===== src/verilog/calc_settings.svh =====
`ifndef CALC_SETTINGS_SVH
`define CALC_SETTINGS_SVH

// Operand, result and display width
`define CALC_WIDTH 16

// One decimal digit from the keypad
`define CALC_DIGIT_W 4

// One multiplier iteration per multiplier bit
`define CALC_MUL_STEPS `CALC_WIDTH

`endif

===== src/verilog/calc_ctrl_pkg.sv =====
package calc_ctrl_pkg;

    // Controller FSM states
    typedef enum logic [2:0] {
        ENTER_OP1     = 3'd0,   // Digits go to operand 1
        ENTER_OP2     = 3'd1,   // Digits go to operand 2
        SCALE_WAIT    = 3'd2,   // Multiplier doing operand times ten
        CALC_DISPATCH = 3'd3,   // Start the selected unit
        CALC_WAIT     = 3'd4,   // Wait for that unit to finish
        SHOW_RESULT   = 3'd5    // Result on display, complete high
    } ctrl_state_t;

endpackage


===== src/verilog/calc_data_pkg.sv =====
`include "calc_settings.svh"

package calc_data_pkg;

    // One operand or result, all arithmetic wraps at this width
    typedef logic [`CALC_WIDTH-1:0] word_t;

    // Operator keys are one-hot on the keypad
    typedef enum logic [2:0] {
        OP_ADD = 3'b001,    // Addition
        OP_SUB = 3'b010,    // Subtraction, wraps below zero
        OP_MUL = 3'b100     // Multiplication, low word kept
    } op_t;

endpackage


===== src/verilog/arith_if.sv =====
`timescale 1ns/10ps

interface arith_if;

    calc_data_pkg::word_t in1;      // First operand
    calc_data_pkg::word_t in2;      // Second operand
    logic sub;                      // Subtract instead of add
    logic start;                    // One-cycle request
    calc_data_pkg::word_t out;      // Result, valid with finish
    logic finish;                   // One-cycle completion

    modport controller (
        output in1, in2, sub, start,
        input  out, finish
    );

    modport unit (
        input  in1, in2, sub, start,
        output out, finish
    );

endinterface


===== src/verilog/calc_top.sv =====
`timescale 1ns/10ps
`include "calc_settings.svh"

module calc_top (
    input  logic clk,
    input  logic nRST,
    input  logic [`CALC_DIGIT_W-1:0] keypad_input,
    input  logic read_input,
    input  logic [2:0] operator_input,
    input  logic equal_input,
    output logic ready,
    output logic complete,
    output logic [`CALC_WIDTH-1:0] display_output
);

    arith_if alu_bus ();    // Controller to adder/subtractor
    arith_if mul_bus ();    // Controller to multiplier

    calc_controller i_controller (
        .clk            (clk),
        .nRST           (nRST),
        .keypad_input   (keypad_input),
        .read_input     (read_input),
        .operator_input (operator_input),
        .equal_input    (equal_input),
        .ready          (ready),
        .complete       (complete),
        .display_output (display_output),
        .alu            (alu_bus.controller),
        .mul            (mul_bus.controller)
    );

    add_sub_unit i_add_sub (
        .clk  (clk),
        .nRST (nRST),
        .bus  (alu_bus.unit)
    );

    // Shared between digit scaling and the multiply key
    shift_add_multiplier i_mul (
        .clk  (clk),
        .nRST (nRST),
        .bus  (mul_bus.unit)
    );

endmodule


===== src/verilog/calc_controller.sv =====
`timescale 1ns/10ps
`include "calc_settings.svh"

module calc_controller (
    input  logic clk,
    input  logic nRST,

    input  logic [`CALC_DIGIT_W-1:0] keypad_input,  // One decimal digit
    input  logic read_input,                        // Take the digit on keypad_input
    input  logic [2:0] operator_input,              // One-hot operator key
    input  logic equal_input,                       // Run the calculation

    output logic ready,                             // Keys are accepted
    output logic complete,                          // Result just loaded
    output calc_data_pkg::word_t display_output,

    arith_if.controller alu,
    arith_if.controller mul
);

    calc_ctrl_pkg::ctrl_state_t state;

    calc_data_pkg::word_t operand1;
    calc_data_pkg::word_t operand2;
    calc_data_pkg::op_t op_latched;

    logic [`CALC_DIGIT_W-1:0] digit;    // Digit waiting for the scaled operand
    logic scale_op2;                    // Scaling belongs to operand 2

    logic op_valid;
    logic unit_finish;
    calc_data_pkg::word_t unit_result;
    calc_data_pkg::word_t scaled;

    assign op_valid = operator_input inside {calc_data_pkg::OP_ADD,
                                             calc_data_pkg::OP_SUB,
                                             calc_data_pkg::OP_MUL};

    // Handshake of whichever unit the operator picked
    assign unit_finish = (op_latched == calc_data_pkg::OP_MUL) ? mul.finish : alu.finish;
    assign unit_result = (op_latched == calc_data_pkg::OP_MUL) ? mul.out : alu.out;

    // Operand times ten plus the new digit
    assign scaled = mul.out + {{(`CALC_WIDTH - `CALC_DIGIT_W){1'b0}}, digit};

    assign ready = (state == calc_ctrl_pkg::ENTER_OP1) ||
                   (state == calc_ctrl_pkg::ENTER_OP2);
    assign complete = (state == calc_ctrl_pkg::SHOW_RESULT);

    assign mul.sub = 1'b0;      // Multiplier has no subtract

    always_ff @(posedge clk or negedge nRST) begin
        if (!nRST) begin
            state          <= calc_ctrl_pkg::ENTER_OP1;
            operand1       <= '0;
            operand2       <= '0;
            op_latched     <= calc_data_pkg::OP_ADD;
            scale_op2      <= 1'b0;
            display_output <= '0;
            alu.start      <= 1'b0;
            mul.start      <= 1'b0;
        end else begin
            alu.start <= 1'b0;      // Starts last one cycle
            mul.start <= 1'b0;
            case (state)
                calc_ctrl_pkg::ENTER_OP1: begin
                    if (read_input) begin
                        mul.start <= 1'b1;
                        scale_op2 <= 1'b0;
                        state     <= calc_ctrl_pkg::SCALE_WAIT;
                    end else if (op_valid) begin
                        op_latched <= calc_data_pkg::op_t'(operator_input);
                        state      <= calc_ctrl_pkg::ENTER_OP2;
                    end
                end
                calc_ctrl_pkg::ENTER_OP2: begin
                    if (read_input) begin
                        mul.start <= 1'b1;
                        scale_op2 <= 1'b1;
                        state     <= calc_ctrl_pkg::SCALE_WAIT;
                    end else if (equal_input) begin
                        state <= calc_ctrl_pkg::CALC_DISPATCH;
                    end
                end
                calc_ctrl_pkg::SCALE_WAIT: begin
                    if (mul.finish) begin
                        if (scale_op2) begin
                            operand2 <= scaled;
                            state    <= calc_ctrl_pkg::ENTER_OP2;
                        end else begin
                            operand1 <= scaled;
                            state    <= calc_ctrl_pkg::ENTER_OP1;
                        end
                    end
                end
                calc_ctrl_pkg::CALC_DISPATCH: begin
                    if (op_latched == calc_data_pkg::OP_MUL) begin
                        mul.start <= 1'b1;
                    end else begin
                        alu.start <= 1'b1;
                    end
                    state <= calc_ctrl_pkg::CALC_WAIT;
                end
                calc_ctrl_pkg::CALC_WAIT: begin
                    if (unit_finish) begin
                        display_output <= unit_result;
                        state          <= calc_ctrl_pkg::SHOW_RESULT;
                    end
                end
                calc_ctrl_pkg::SHOW_RESULT: begin
                    operand1 <= '0;     // Next calculation starts fresh
                    operand2 <= '0;
                    state    <= calc_ctrl_pkg::ENTER_OP1;
                end
                default: state <= calc_ctrl_pkg::ENTER_OP1;
            endcase
        end
    end

    // Operands for the units, loaded on the edge that raises start
    always_ff @(posedge clk) begin
        case (state)
            calc_ctrl_pkg::ENTER_OP1, calc_ctrl_pkg::ENTER_OP2: begin
                if (read_input) begin
                    digit   <= keypad_input;
                    mul.in1 <= (state == calc_ctrl_pkg::ENTER_OP2) ? operand2 : operand1;
                    mul.in2 <= calc_data_pkg::word_t'(10);
                end
            end
            calc_ctrl_pkg::CALC_DISPATCH: begin
                alu.in1 <= operand1;
                alu.in2 <= operand2;
                alu.sub <= (op_latched == calc_data_pkg::OP_SUB);
                mul.in1 <= operand1;
                mul.in2 <= operand2;
            end
            default: ;
        endcase
    end

endmodule


===== src/verilog/shift_add_multiplier.sv =====
`timescale 1ns/10ps
`include "calc_settings.svh"

module shift_add_multiplier (
    input logic clk,
    input logic nRST,
    arith_if.unit bus
);

    // Steps left in the current product, zero when idle
    logic [$clog2(`CALC_MUL_STEPS + 1)-1:0] step_count;

    calc_data_pkg::word_t mcand;    // Multiplicand, shifts left
    calc_data_pkg::word_t mplier;   // Multiplier, shifts right
    calc_data_pkg::word_t acc;      // Partial product, low bits only

    logic busy;

    assign busy = (step_count != '0);

    always_ff @(posedge clk or negedge nRST) begin
        if (!nRST) begin
            step_count <= '0;
            bus.finish <= 1'b0;
        end else begin
            bus.finish <= 1'b0;
            if (bus.start) begin
                step_count <= `CALC_MUL_STEPS;
            end else if (busy) begin
                step_count <= step_count - 1'b1;
                // Last step lands this edge, so finish shows with the final sum
                if (step_count == 1) begin
                    bus.finish <= 1'b1;
                end
            end
        end
    end

    // One multiplier bit per cycle
    always_ff @(posedge clk) begin
        if (bus.start) begin
            mcand  <= bus.in1;
            mplier <= bus.in2;
            acc    <= '0;
        end else if (busy) begin
            if (mplier[0]) begin
                acc <= acc + mcand;     // Overflow past the word is dropped
            end
            mcand  <= mcand << 1;
            mplier <= mplier >> 1;
        end
    end

    assign bus.out = acc;

endmodule


===== src/verilog/add_sub_unit.sv =====
`timescale 1ns/10ps

module add_sub_unit (
    input logic clk,
    input logic nRST,
    arith_if.unit bus
);

    calc_data_pkg::word_t result;

    // Answer arrives one cycle after the request
    always_ff @(posedge clk or negedge nRST) begin
        if (!nRST) begin
            bus.finish <= 1'b0;
        end else begin
            bus.finish <= bus.start;
        end
    end

    // Result register holds until the next start
    always_ff @(posedge clk) begin
        if (bus.start) begin
            if (bus.sub) begin
                result <= bus.in1 - bus.in2;    // Wraps below zero
            end else begin
                result <= bus.in1 + bus.in2;    // Carry out dropped
            end
        end
    end

    assign bus.out = result;

endmodule


===== config.mk =====
export PLATFORM = sky130hd
export DESIGN_NAME = calc_top
export DESIGN_NICKNAME = d
export VERILOG_FILES = /design/src/verilog/calc_ctrl_pkg.sv /design/src/verilog/calc_data_pkg.sv /design/src/verilog/arith_if.sv /design/src/verilog/calc_top.sv /design/src/verilog/calc_controller.sv /design/src/verilog/shift_add_multiplier.sv /design/src/verilog/add_sub_unit.sv
export VERILOG_INCLUDE_DIRS = /design/src /design/src/verilog
export SDC_FILE = /design/constraint.sdc
export NUM_CORES = 1
export LEC_CHECK = 0
export CORE_UTILIZATION = 61
export DETAILED_ROUTE_END_ITERATION = 10
export DONT_BUFFER_PORTS = 1
export GPL_ROUTABILITY_DRIVEN = 0
export PLACE_DENSITY = 0.77
export RECOVER_POWER = 25
export SLEW_MARGIN = 0
export SYNTH_ARGS = -nofsm -noshare
export SYNTH_HDL_FRONTEND = slang
export SYNTH_SLANG_ARGS = --single-unit

===== constraint.sdc =====
create_clock -name clk -period 5.09 [get_ports clk]
set_clock_uncertainty 0.05 [all_clocks]
set_input_delay 0 -clock clk [delete_from_list [all_inputs] [get_ports clk]]
set_output_delay 0 -clock clk [all_outputs]
set_load 0.05 [all_outputs]

==> impl_metrics.json, run 1 <==
{
  "p_leak_uw": 0.00415,
  "fp-row-count": 45,
  "antenna_found_initial": 0,
  "drive_gt1_share_pct": 11.9,
  "clock_latency_ns": 0.45,
  "finalCritPeriodShare_pct": 70.1,
  "grt_pass1_vias": 6482,
  "worst_pin_slew_ns": 1.23,
  "grt_first_pass_wirelength_mm": 34.7,
  "path_clk_slew_ns": 0.08,
  "fin_setup_tns_ns": 0,
  "clock.fmax_mhz": 280,
  "initial_utilization_pct": 63.1,
  "avgViaCountPerCell": 6.14,
  "hold_violations": 0,
  "cp.required_ns": 5.24,
  "die_area_um2": 16400,
  "place_ws_ns": 1.63,
  "io-pin-count": 29,
  "grt_overflow": 0,
  "clk_path_buf_depth": 2,
  "drtIter0Drc": 676,
  "vdd_drop_max_mv": 0.458,
  "drv_slew": 0,
  "die_x_um": 128,
  "rrSetupSlack_ns": 1.52,
  "synth-main-ff-cell": "edfxtp_1",
  "cts_buffers": 17,
  "dr_total_vias": 6535,
  "drv_cap": 0,
  "fin_ws_ns": 1.52,
  "ant_nets": 0,
  "synth_edf_count": 117,
  "syn_area_um2": 9700,
  "num_antenna_cells": 0,
  "clock_sinks": 197,
  "criticalPathCategory": "register to register",
  "synth_seq_area_share_pct": 56.1,
  "synth_nets": 888,
  "cts_tree": "built",
  "nets": 893,
  "grt_use_total_pct": 28.5,
  "yosys_register_bits": 197,
  "holdCritPathClass": "input pin to asynchronous set/reset pin",
  "outcome": "finished clean",
  "slew_headroom_pct": 18.1,
  "stdcell_area_um2": 10700,
  "netlist-cell-type-count": 57,
  "avgRoutedWirePerCell_um": 20.4,
  "fillCellCount": 1086,
  "root_buffer": "clkbuf_16",
  "power.density_nw_per_um2": 688,
  "cp-start-kind": "register",
  "design.core.area_um2": 15400,
  "portBuffers": 0,
  "grt_max_degree": 65,
  "netlist_instances": 836,
  "placed_area_um2": 9900,
  "area_delta_synth_final_pct": 10.0,
  "crit_path_max_fanout": 5,
  "synthArstFlopShare_pct": 32.5,
  "dp_hpwl_mm": 15.1,
  "rsz0062_at_grt": "false",
  "cts_htree_levels": 4,
  "end_kind": "register",
  "min_period_ns": 3.57,
  "drcViolationCount": 0,
  "routed_wl_mm": 21.7,
  "arrival_ns": 3.71,
  "synth.avg_cell_area_um2": 11.6,
  "dieHeight_um": 128,
  "finalSetupViolations": 0,
  "ys.warnings.count": 0,
  "dr.pass1.iters": 5
}
through the flow:
step                utilization (%)  hold slack (ns)  power [uW]  cells
detailed placement             64.4           -0.344        5880   1019
global placement               64.4           -0.344        5720   1019
finish                         69.4           0.0497        7340   1065
CTS                            69.4           0.0309        7310   1065
global route                   69.4           0.0749        7750   1065
floorplan                         -           -0.346        5120    836
synthesized netlist by cell type, types with 9 or more instances:
master    number  area, um^2
edfxtp_1     117        3510
a21oi_1       76         380
nand2_1       68         255
dfrtp_1       63        1580
nor2_1        61         229
mux2_2        49         552
xnor2_1       41         359
ha_1          38         475
o21ai_0       34         170
inv_1         26        97.6
clkbuf_1      23        86.3
and2_1        20         125
mux2i_1       18         180
nand3_1       17        85.1
dfxtp_1       16         320
nor3_1        16        80.1
o31ai_1       15         113
a211oi_1      12        90.1
a21o_1        12        90.1
nor2b_1        9        56.3
xor2_1         9        78.8
path summary, 6_finish.rpt:
check	from	end	cells past startpoint
max reg2reg	i_controller.alu.in2[0]$_DFFE_PP_	i_add_sub.bus.out[12]$_DFFE_PP_	12
min	nRST	i_controller.display_output[4]$_DFFE_PN0P_	2
max	i_controller.alu.in2[0]$_DFFE_PP_	i_add_sub.bus.out[12]$_DFFE_PP_	12
min reg2reg	i_controller.operand1[14]$_DFFE_PN0P_	i_controller.alu.in1[14]$_DFFE_PP_	0
max in group asynchronous	nRST	i_controller.op_latched[0]$_DFFE_PN1P_	2
min in group clk	operator_input[2]	i_controller.state[1]$_DFFE_PN0P_	5
layout by cell type, fill, tap and decap left out, types with 4 or more instances in the layout:
| master | netlist | routed |
|---|---|---|
| edfxtp_1 | 117 | 117 |
| dfrtp_1 | 63 | 62 |
| xnor2_1 | 41 | 41 |
| o211ai_1 | 8 | 8 |
| dlygate4sd3_1 | 0 | 13 |
| o21ai_0 | 34 | 34 |
| a211oi_1 | 12 | 12 |
| ha_1 | 38 | 38 |
| o21bai_1 | 4 | 4 |
| nand2_1 | 68 | 68 |
| dfxtp_1 | 16 | 16 |
| o31ai_1 | 15 | 15 |
| nor2_1 | 61 | 59 |
| mux2_2 | 49 | 49 |
| nor4_1 | 6 | 6 |
| clkbuf_16 | 0 | 17 |
| a31oi_1 | 4 | 4 |
| nor2b_1 | 9 | 9 |
| buf_4 | 0 | 5 |
| a21oi_1 | 76 | 75 |
| or3_1 | 4 | 4 |
| and2_1 | 20 | 20 |
| xor2_1 | 9 | 9 |
| o21a_1 | 8 | 8 |
| nor3_1 | 16 | 15 |
| inv_1 | 26 | 26 |
| mux2i_1 | 18 | 18 |
| nand3_1 | 17 | 17 |
| a21o_1 | 12 | 12 |
registers in the layout (all words and copies together), names as in the netlist, 3 cells and up:
register,count
i_controller.operand2,16
i_controller.display_output,16
i_mul.mplier,16
i_controller.digit,4
i_controller.op_latched,3
i_add_sub.bus.out,16
i_controller.operand1,16
i_mul.mcand,16
i_mul.bus.out,16
i_controller.state,3
i_controller.alu.in2,16
i_controller.alu.in1,16
i_mul.step_count,5
i_controller.mul.in1,16
i_controller.mul.in2,16
metal layers:
layer	global-route usage (%)	share of wire, %	vias up
li1	-	-	3073
met1	38.2	44	3165
met2	46.3	48	254
met3	5.09	5.9	43
met4	11.4	2.4	0
met5	0	0	-
report_power, final:
| part | internal (uW) | switching (uW) |
|---|---|---|
| registers | 2510 | 718 |
| logic | 1160 | 1580 |
| clock network | 707 | 666 |
what timing repair did:
action                     CTS  global route
resized for setup            0             0
hold endpoints to repair    78             0
buffers inserted             0             0
hold buffers                14             0
setup endpoints to repair    0             0
final cells by class:
class                           instances  area (um^2)  share of cell area [%]
Clock buffer                           17          425                    3.99
Sequential cell                       197         5440                    51.0
Inverter                               26         97.6                   0.915
Tap cell                              211          264                    2.47
Clock inverter                         15          184                    1.72
Multi-Input combinational cell        580         4060                    38.1
Timing Repair Buffer                   19          195                    1.83
worst max-delay path, cell delays in order, from the launching register on:
cell       delay [ns]
edfxtp_1         0.43
inv_1            0.08
ha_1             0.15
nor2b_1          0.33
nor2b_1          0.24
nor2_1           0.07
xnor2_1          0.14
ha_1             0.33
o21a_1           0.22
a2111oi_0        0.66
nor2_1           0.22
o221ai_1         0.28
xnor2_1          0.10
cell families after synthesis:
logic type               count (synthesis)  synth area share (%)
buffers and inverters                   59                  2.35
AO/OA/AOI/OAI                          192                  12.2
adder cells (fa/ha/maj)                 41                  5.52
multiplexers                            67                  7.55
XOR/XNOR                                51                  4.68
AND/OR/NAND/NOR                        229                  11.6
flip-flops                             197                  56.1
No activity file was read; power rests on OpenSTA's default activity.
==> run 2, diff against run 1 <==
--- a/config.mk
+++ b/config.mk
@@ -6,11 +6,12 @@
 export SDC_FILE = /design/constraint.sdc
 export NUM_CORES = 1
 export LEC_CHECK = 0
-export CORE_UTILIZATION = 61
+export ABC_AREA = 1
+export CORE_UTILIZATION = 58
 export DETAILED_ROUTE_END_ITERATION = 10
 export DONT_BUFFER_PORTS = 1
 export GPL_ROUTABILITY_DRIVEN = 0
-export PLACE_DENSITY = 0.77
+export PLACE_DENSITY = 0.76
 export RECOVER_POWER = 25
 export SLEW_MARGIN = 0
 export SYNTH_ARGS = -nofsm -noshare
==> constraint.sdc (replaced) <==
create_clock -name clk -period 2.9 [get_ports clk]
set_clock_uncertainty 0.05 [all_clocks]
set_input_delay 0 -clock clk [delete_from_list [all_inputs] [get_ports clk]]
set_output_delay 0 -clock clk [all_outputs]
set_load 0.05 [all_outputs]
==> run 2 against run 1 <==
The flow now finishes with violations (capacitance limit, slew limit). Synthesized area grew 5.4%. Hold slack improved by 0.097 ns. Clock-buffer cell count grew 1. Global-route usage fell by 0.60 points. Non-clock buffer count increased by 10. Sequential power increased by 69%. Synthesized cell count grew 43%.
==> impl_metrics.json, run 2 <==
{
  "outcome": "finished with violations",
  "violations": "capacitance limit, slew limit",
  "power.density_nw_per_um2": 1140,
  "min_period_ns": 2.73,
  "avgViaCountPerCell": 5.59,
  "cts_tree": "built",
  "end_kind": "register",
  "rsz0062_at_grt": "true",
  "place_ws_ns": 0.209,
  "root_buffer": "clkbuf_16",
  "yosys_register_bits": 197,
  "synth_seq_area_share_pct": 53.2,
  "synth_area_leaders": "edfxtp_1, dfrtp_1, nand2_1, inv_1, ha_1",
  "grt_pass1_vias": 7420,
  "yosys.area.top_type_share_pct": 34.4,
  "critPathSlowestCell": "ha_2",
  "dieHeight_um": 135,
  "min_path_cells": 1,
  "fp-row-count": 48,
  "routed_wl_mm": 24.3,
  "synthArstFlopShare_pct": 32.5,
  "most-common-layout-cells": "nand2_1, inv_1, edfxtp_1",
  "slowest_delay_ns": 0.44,
  "r2r-end": "i_add_sub.bus.out[13]$_DFFE_PP_",
  "crit_path_max_fanout": 5,
  "finalSetupViolations": 0,
  "cp_cell_sequence": "inv_1, ha_1, nand2_1, inv_1, nand3_1, nand2_1, nand2_1, nand2_1, o21ai_0, ha_2, nand2_1, nor2_1, inv_1, nor2_1, nor2_1, nand3_1, nand2_1",
  "antenna_found_initial": 0,
  "rrSetupSlack_ns": 0.17,
  "mostFrequentLayoutCell": "nand2_1",
  "grt_max_degree": 65,
  "synth.avg_cell_area_um2": 8.58,
  "area_delta_synth_final_pct": 10.2,
  "path_clk_slew_ns": 0.07,
  "synth_nets": 1244,
  "dp_hpwl_mm": 17.5,
  "ys_top_cells_by_count": "nand2_1, inv_1, edfxtp_1",
  "arrival_ns": 2.88,
  "grt_first_pass_wirelength_mm": 37.9,
  "avgRoutedWirePerCell_um": 16.8,
  "synth-main-ff-cell": "edfxtp_1",
  "clock_sinks": 197,
  "dr_total_vias": 8095,
  "grt_use_total_pct": 27.9,
  "vdd_drop_max_mv": 0.713,
  "portBuffers": 0,
  "criticalPathCategory": "register to register",
  "drv_slew": 65,
  "netlist-cell-type-count": 40,
  "drive_gt1_share_pct": 6.46,
  "clk_path_buf_depth": 2,
  "netlist_instances": 1192,
  "fin_ws_ns": 0.169,
  "power_uw": 12800,
  "min_to": "i_controller.digit[2]$_DFFE_PP_",
  "rr_worst_depth": 17,
  "clock_latency_ns": 0.44,
  "yosysMostFrequentCell": "nand2_1",
  "hold_start": "keypad_input[2]",
  "rr_startpoint": "i_controller.alu.in2[1]$_DFFE_PP_",
  "cp_common_cell": "nand2_1",
  "yosys.area.top_type": "edfxtp_1",
  "grt_overflow": 0,
  "finalCritPeriodShare_pct": 94.2,
  "die_area_um2": 18200,
  "ys.warnings.count": 0,
  "drtIter0Drc": 810,
  "ant_nets": 0,
  "cp-start-kind": "register",
  "hold_violations": 0,
  "slew_headroom_pct": -12.0,
  "cts_buffers": 17,
  "die_x_um": 135,
  "cp.required_ns": 3.05,
  "design.core.area_um2": 17200,
  "drv_cap": 1,
  "io-pin-count": 29,
  "nets": 1262,
  "holdCritPathClass": "input pin to register",
  "syn_area_um2": 10200,
  "drcViolationCount": 0,
  "p_leak_uw": 0.00535,
  "initial_utilization_pct": 59.3,
  "num_antenna_cells": 0,
  "cts_htree_levels": 4,
  "clock.fmax_mhz": 366,
  "dr.pass1.iters": 6,
  "worst_pin_slew_ns": 1.68,
  "synth_edf_count": 117
}
run 2: cell types whose count changed after synthesis, moves of 18 or more:
cell     before  now
o21ai_0      34   83
and2_1       20    1
nand4_1       3   21
inv_1        26  145
nand2_1      68  390
mux2i_1      18    0
xnor2_1      41    6
nand3_1      17   75
a21oi_1      76   38
mux2_2       49    0
run 2: report_power, final:
part,total (uW),internal [uW],leakage (uW),switching [uW]
Clock,2270,1140,0.000267,1130
Sequential,5470,4330,0.00213,1140
Combinational,5090,1700,0.00295,3390
Total,12800,7170,0.00535,5660
run 2: metrics by stage:
stage	instance area (um^2)	util, %	instances	TNS, ns	hold slack [ns]
floorplan	10200	-	1192	0	-0.346
global placement	10500	60.8	1399	0	-0.344
detailed placement	10500	60.8	1399	0	-0.344
CTS	11200	65.1	1446	0	0.0436
global route	11300	65.4	1448	-0.0924	0.138
finish	11300	65.4	1448	0	0.146
run 2: kinds of logic after synthesis:
logic type / synth area share, %
AO/OA/AOI/OAI: 8.25
XOR/XNOR: 2.57
adder cells (fa/ha/maj): 5.24
buffers and inverters: 7.00
flip-flops: 53.2
AND/OR/NAND/NOR: 23.8
run 2: cell type report:
type	count	area [um^2]
tap	225	282
multi-input combinational	811	4130
fill	1387	5970
clock buffer	18	429
inverter	154	578
timing repair buffer	29	263
clock inverter	14	144
sequential	197	5440
run 2: timing repair:
item                                    CTS  global route
endpoints found under the setup margin    0             6
hold endpoints to repair                 78             0
hold buffers                             15             0
gates resized for setup                   0            13
setup buffers                             0             2
run 2: critical path: cells and delay by family, from the launching register on:
family / cells / cell delay [ns]
DFF: 1 / 0.42
and+or+nand+nor: 11 / 1.00
adders and majority gates: 2 / 0.61
buffers and inverters: 3 / 0.28
AOI/OAI and AO/OA: 1 / 0.14
run 2: worst max path at each step:
stage / start / endpoint / slack, ns / cells past startpoint
final: i_controller.alu.in2[1]$_DFFE_PP_ / i_add_sub.bus.out[13]$_DFFE_PP_ / 0.17 / 17
after global routing: i_controller.alu.in2[3]$_DFFE_PP_ / i_add_sub.bus.out[13]$_DFFE_PP_ / -0.04 / 16
after CTS: i_controller.alu.in2[1]$_DFFE_PP_ / i_add_sub.bus.out[13]$_DFFE_PP_ / 0.17 / 17
after detailed placement: i_controller.alu.in2[3]$_DFFE_PP_ / i_add_sub.bus.out[13]$_DFFE_PP_ / 0.21 / 16
after global placement: i_controller.alu.in2[3]$_DFFE_PP_ / i_add_sub.bus.out[14]$_DFFE_PP_ / 0.27 / 15
after floorplan: i_controller.state[0]$_DFFE_PN0P_ / i_controller.mul.in1[0]$_DFFE_PP_ / 0.19 / 5
run 2: layer usage:
metal | GRT usage [%] | share of wire [%] | up-vias | routed length (um)
li1 | - | - | 3935 | -
met1 | 37.5 | 43 | 3788 | 10500
met2 | 44.8 | 47 | 312 | 11400
met3 | 5.18 | 6.4 | 60 | 1550
met4 | 11.4 | 3.2 | 0 | 789
met5 | 0 | 0 | - | 0
==> run 3, diff against run 2 <==
--- a/config.mk
+++ b/config.mk
@@ -7,11 +7,11 @@
 export NUM_CORES = 1
 export LEC_CHECK = 0
 export ABC_AREA = 1
-export CORE_UTILIZATION = 58
+export CORE_UTILIZATION = 40
+export CTS_BUF_LIST = sky130_fd_sc_hd__clkbuf_16
 export DETAILED_ROUTE_END_ITERATION = 10
 export DONT_BUFFER_PORTS = 1
 export GPL_ROUTABILITY_DRIVEN = 0
-export PLACE_DENSITY = 0.76
 export RECOVER_POWER = 25
 export SLEW_MARGIN = 0
 export SYNTH_ARGS = -nofsm -noshare
==> constraint.sdc (replaced) <==
create_clock -name clk -period 2.9 [get_ports clk]
set_clock_uncertainty 0.05 [all_clocks]
set_input_delay 0.58 -clock clk [delete_from_list [all_inputs] [get_ports clk]]
set_output_delay 0.58 -clock clk [all_outputs]
set_load 0.05 [all_outputs]
==> run 3 against run 2 <==
Largest cell class unchanged. First-iteration DRC count shrank 19%. Non-clock buffer count shrank 15. Via count shrank 4.9%. Total power shrank 0.58%. The run still ends with capacitance limit, slew limit left. Clock-buffer cell count is the same. Highest routed layer unchanged. Die area grew 44%. Register-to-register slack is essentially flat. Utilization shrank 21 points.
==> impl_metrics.json, run 3 (synthesis gave the netlist of run 2 again) <==
{
  "root_buffer": "clkbuf_16",
  "grt_pass1_vias": 7451,
  "fin_cells": 1538,
  "cts_buffers": 17,
  "avgRoutedWirePerCell_um": 16.2,
  "fillCellCount": 2471,
  "slowest_delay_ns": 0.41,
  "rsz0062_at_grt": "true",
  "outcome": "finished with violations",
  "place_ws_ns": 0.194,
  "worst_pin_slew_ns": 1.66,
  "min_path_cells": 1,
  "violations": "capacitance limit, slew limit",
  "dieHeight_um": 162,
  "dp_hpwl_mm": 18.7,
  "end_kind": "register",
  "die_area_um2": 26200,
  "antenna_found_initial": 0,
  "avgViaCountPerCell": 5.00,
  "nets": 1247,
  "drive_gt1_share_pct": 6.29,
  "cp.required_ns": 3.09,
  "grt_overflow": 0,
  "finalCritPeriodShare_pct": 94.1,
  "fp-row-count": 58,
  "seq_area_um2": 5440,
  "dr.pass1.iters": 5,
  "critical_path_cell_count": 14,
  "cts_tree": "built",
  "min_period_ns": 2.73,
  "io-pin-count": 29,
  "drv_slew": 65,
  "cp_common_cell": "nand2_1",
  "cp-start-kind": "register",
  "path_clk_slew_ns": 0.08,
  "initial_utilization_pct": 40.7,
  "critPathSlowestCell": "edfxtp_1",
  "most-common-layout-cells": "nand2_1, inv_1, edfxtp_1",
  "area_delta_synth_final_pct": 9.70,
  "holdCritPathClass": "input pin to register",
  "portBuffers": 0,
  "fin_ws_ns": 0.170,
  "finalSetupViolations": 0,
  "cp_top_family": "simple AND/OR/NAND/NOR gates",
  "clock_latency_ns": 0.44,
  "dp.cells": 1502,
  "dr_total_vias": 7696,
  "grt_first_pass_wirelength_mm": 39.6,
  "hold_violations": 0,
  "routed_wl_mm": 24.8,
  "grt_max_degree": 65,
  "cp_cell_sequence": "inv_1, ha_1, nand2_1, o21ai_0, xor2_1, inv_1, ha_1, nand2_1, nor2_1, nand2_1, nand2_1, nand2_1, nand2_1, xor2_1",
  "criticalPathCategory": "register to register",
  "multiInputGateArea_um2": 4120,
  "grt_use_total_pct": 19.9,
  "rr_worst_depth": 14,
  "slew_headroom_pct": -10.5,
  "drcViolationCount": 0,
  "clock_sinks": 197,
  "power.density_nw_per_um2": 1140,
  "crit_buf_inv": 2,
  "crit_path_max_fanout": 4,
  "drv_cap": 1,
  "cts_htree_levels": 4,
  "drtIter0Drc": 655,
  "mostFrequentLayoutCell": "nand2_1",
  "design.core.area_um2": 25100,
  "num_antenna_cells": 0,
  "clock.fmax_mhz": 366,
  "p_leak_uw": 0.00529,
  "ant_nets": 0,
  "clk_path_buf_depth": 2,
  "die_x_um": 162,
  "arrival_ns": 2.92,
  "vdd_drop_max_mv": 0.584
}
-- run 3: changes by cell type in the layout (fill, tap and decap cells not counted), sizes merged --
cell	delta
clkinvlp	-2
buf	-2
inv	+4
dlygate4sd3	-13
clkinv	-2
-- run 3: final timing paths --
path / slack (ns) / endpoint / start
max: 0.17 / i_add_sub.bus.out[11]$_DFFE_PP_ / i_controller.alu.in2[0]$_DFFE_PP_
max reg2reg: 0.17 / i_add_sub.bus.out[11]$_DFFE_PP_ / i_controller.alu.in2[0]$_DFFE_PP_
min in group asynchronous: 1.07 / i_controller.op_latched[1]$_DFFE_PN0P_ / nRST
max in group asynchronous: 0.72 / i_controller.operand2[10]$_DFFE_PN0P_ / nRST
min: 0.18 / i_controller.op_latched[2]$_DFFE_PN0P_ / read_input
min reg2reg: 0.42 / i_controller.alu.in2[4]$_DFFE_PP_ / i_controller.operand2[4]$_DFFE_PN0P_
-- run 3: cell type report --
type | count | share of cell area (%)
Tap cell | 330 | 3.68
Sequential cell | 197 | 48.5
Multi-Input combinational cell | 811 | 36.7
Clock buffer | 18 | 4.02
Timing Repair Buffer | 14 | 0.937
Clock inverter | 14 | 1.04
Inverter | 154 | 5.15
-- run 3: routing by layer --
metal / routed length [um] / GRT usage, %
met1: 11600 / 26.4
met4: 672 / 7.29
met5: 0 / 0
met2: 11500 / 32.3
met3: 1030 / 3.60
-- run 3: power breakdown --
part	total, uW	internal (uW)	switching (uW)
clock network	2320	1180	1140
registers	5460	4330	1130
logic	4980	1640	3340
total	12800	7140	5610
-- run 3: through the flow --
stage | instance area [um^2] | TNS [ns] | util (%) | total power, uW | hold slack, ns
3_3_place_gp | 10600 | 0 | 42.2 | 10300 | 0.236
2_1_floorplan | 10200 | 0 | - | 8920 | 0.234
6_report | 11200 | 0 | 44.7 | 12800 | 0.177
3_5_place_dp | 10600 | 0 | 42.2 | 10400 | 0.236
4_1_cts | 11200 | 0 | 44.6 | 12800 | 0.168
5_1_grt | 11200 | -0.0179 | 44.7 | 13800 | 0.172
-- run 3: timing repair --
action                                 4_1_cts  5_1_grt
hold buffers                                 2        0
setup buffers                                0        2
setup endpoints to repair                    0        7
resized for setup                            0       12
endpoints found under the hold margin       64        0
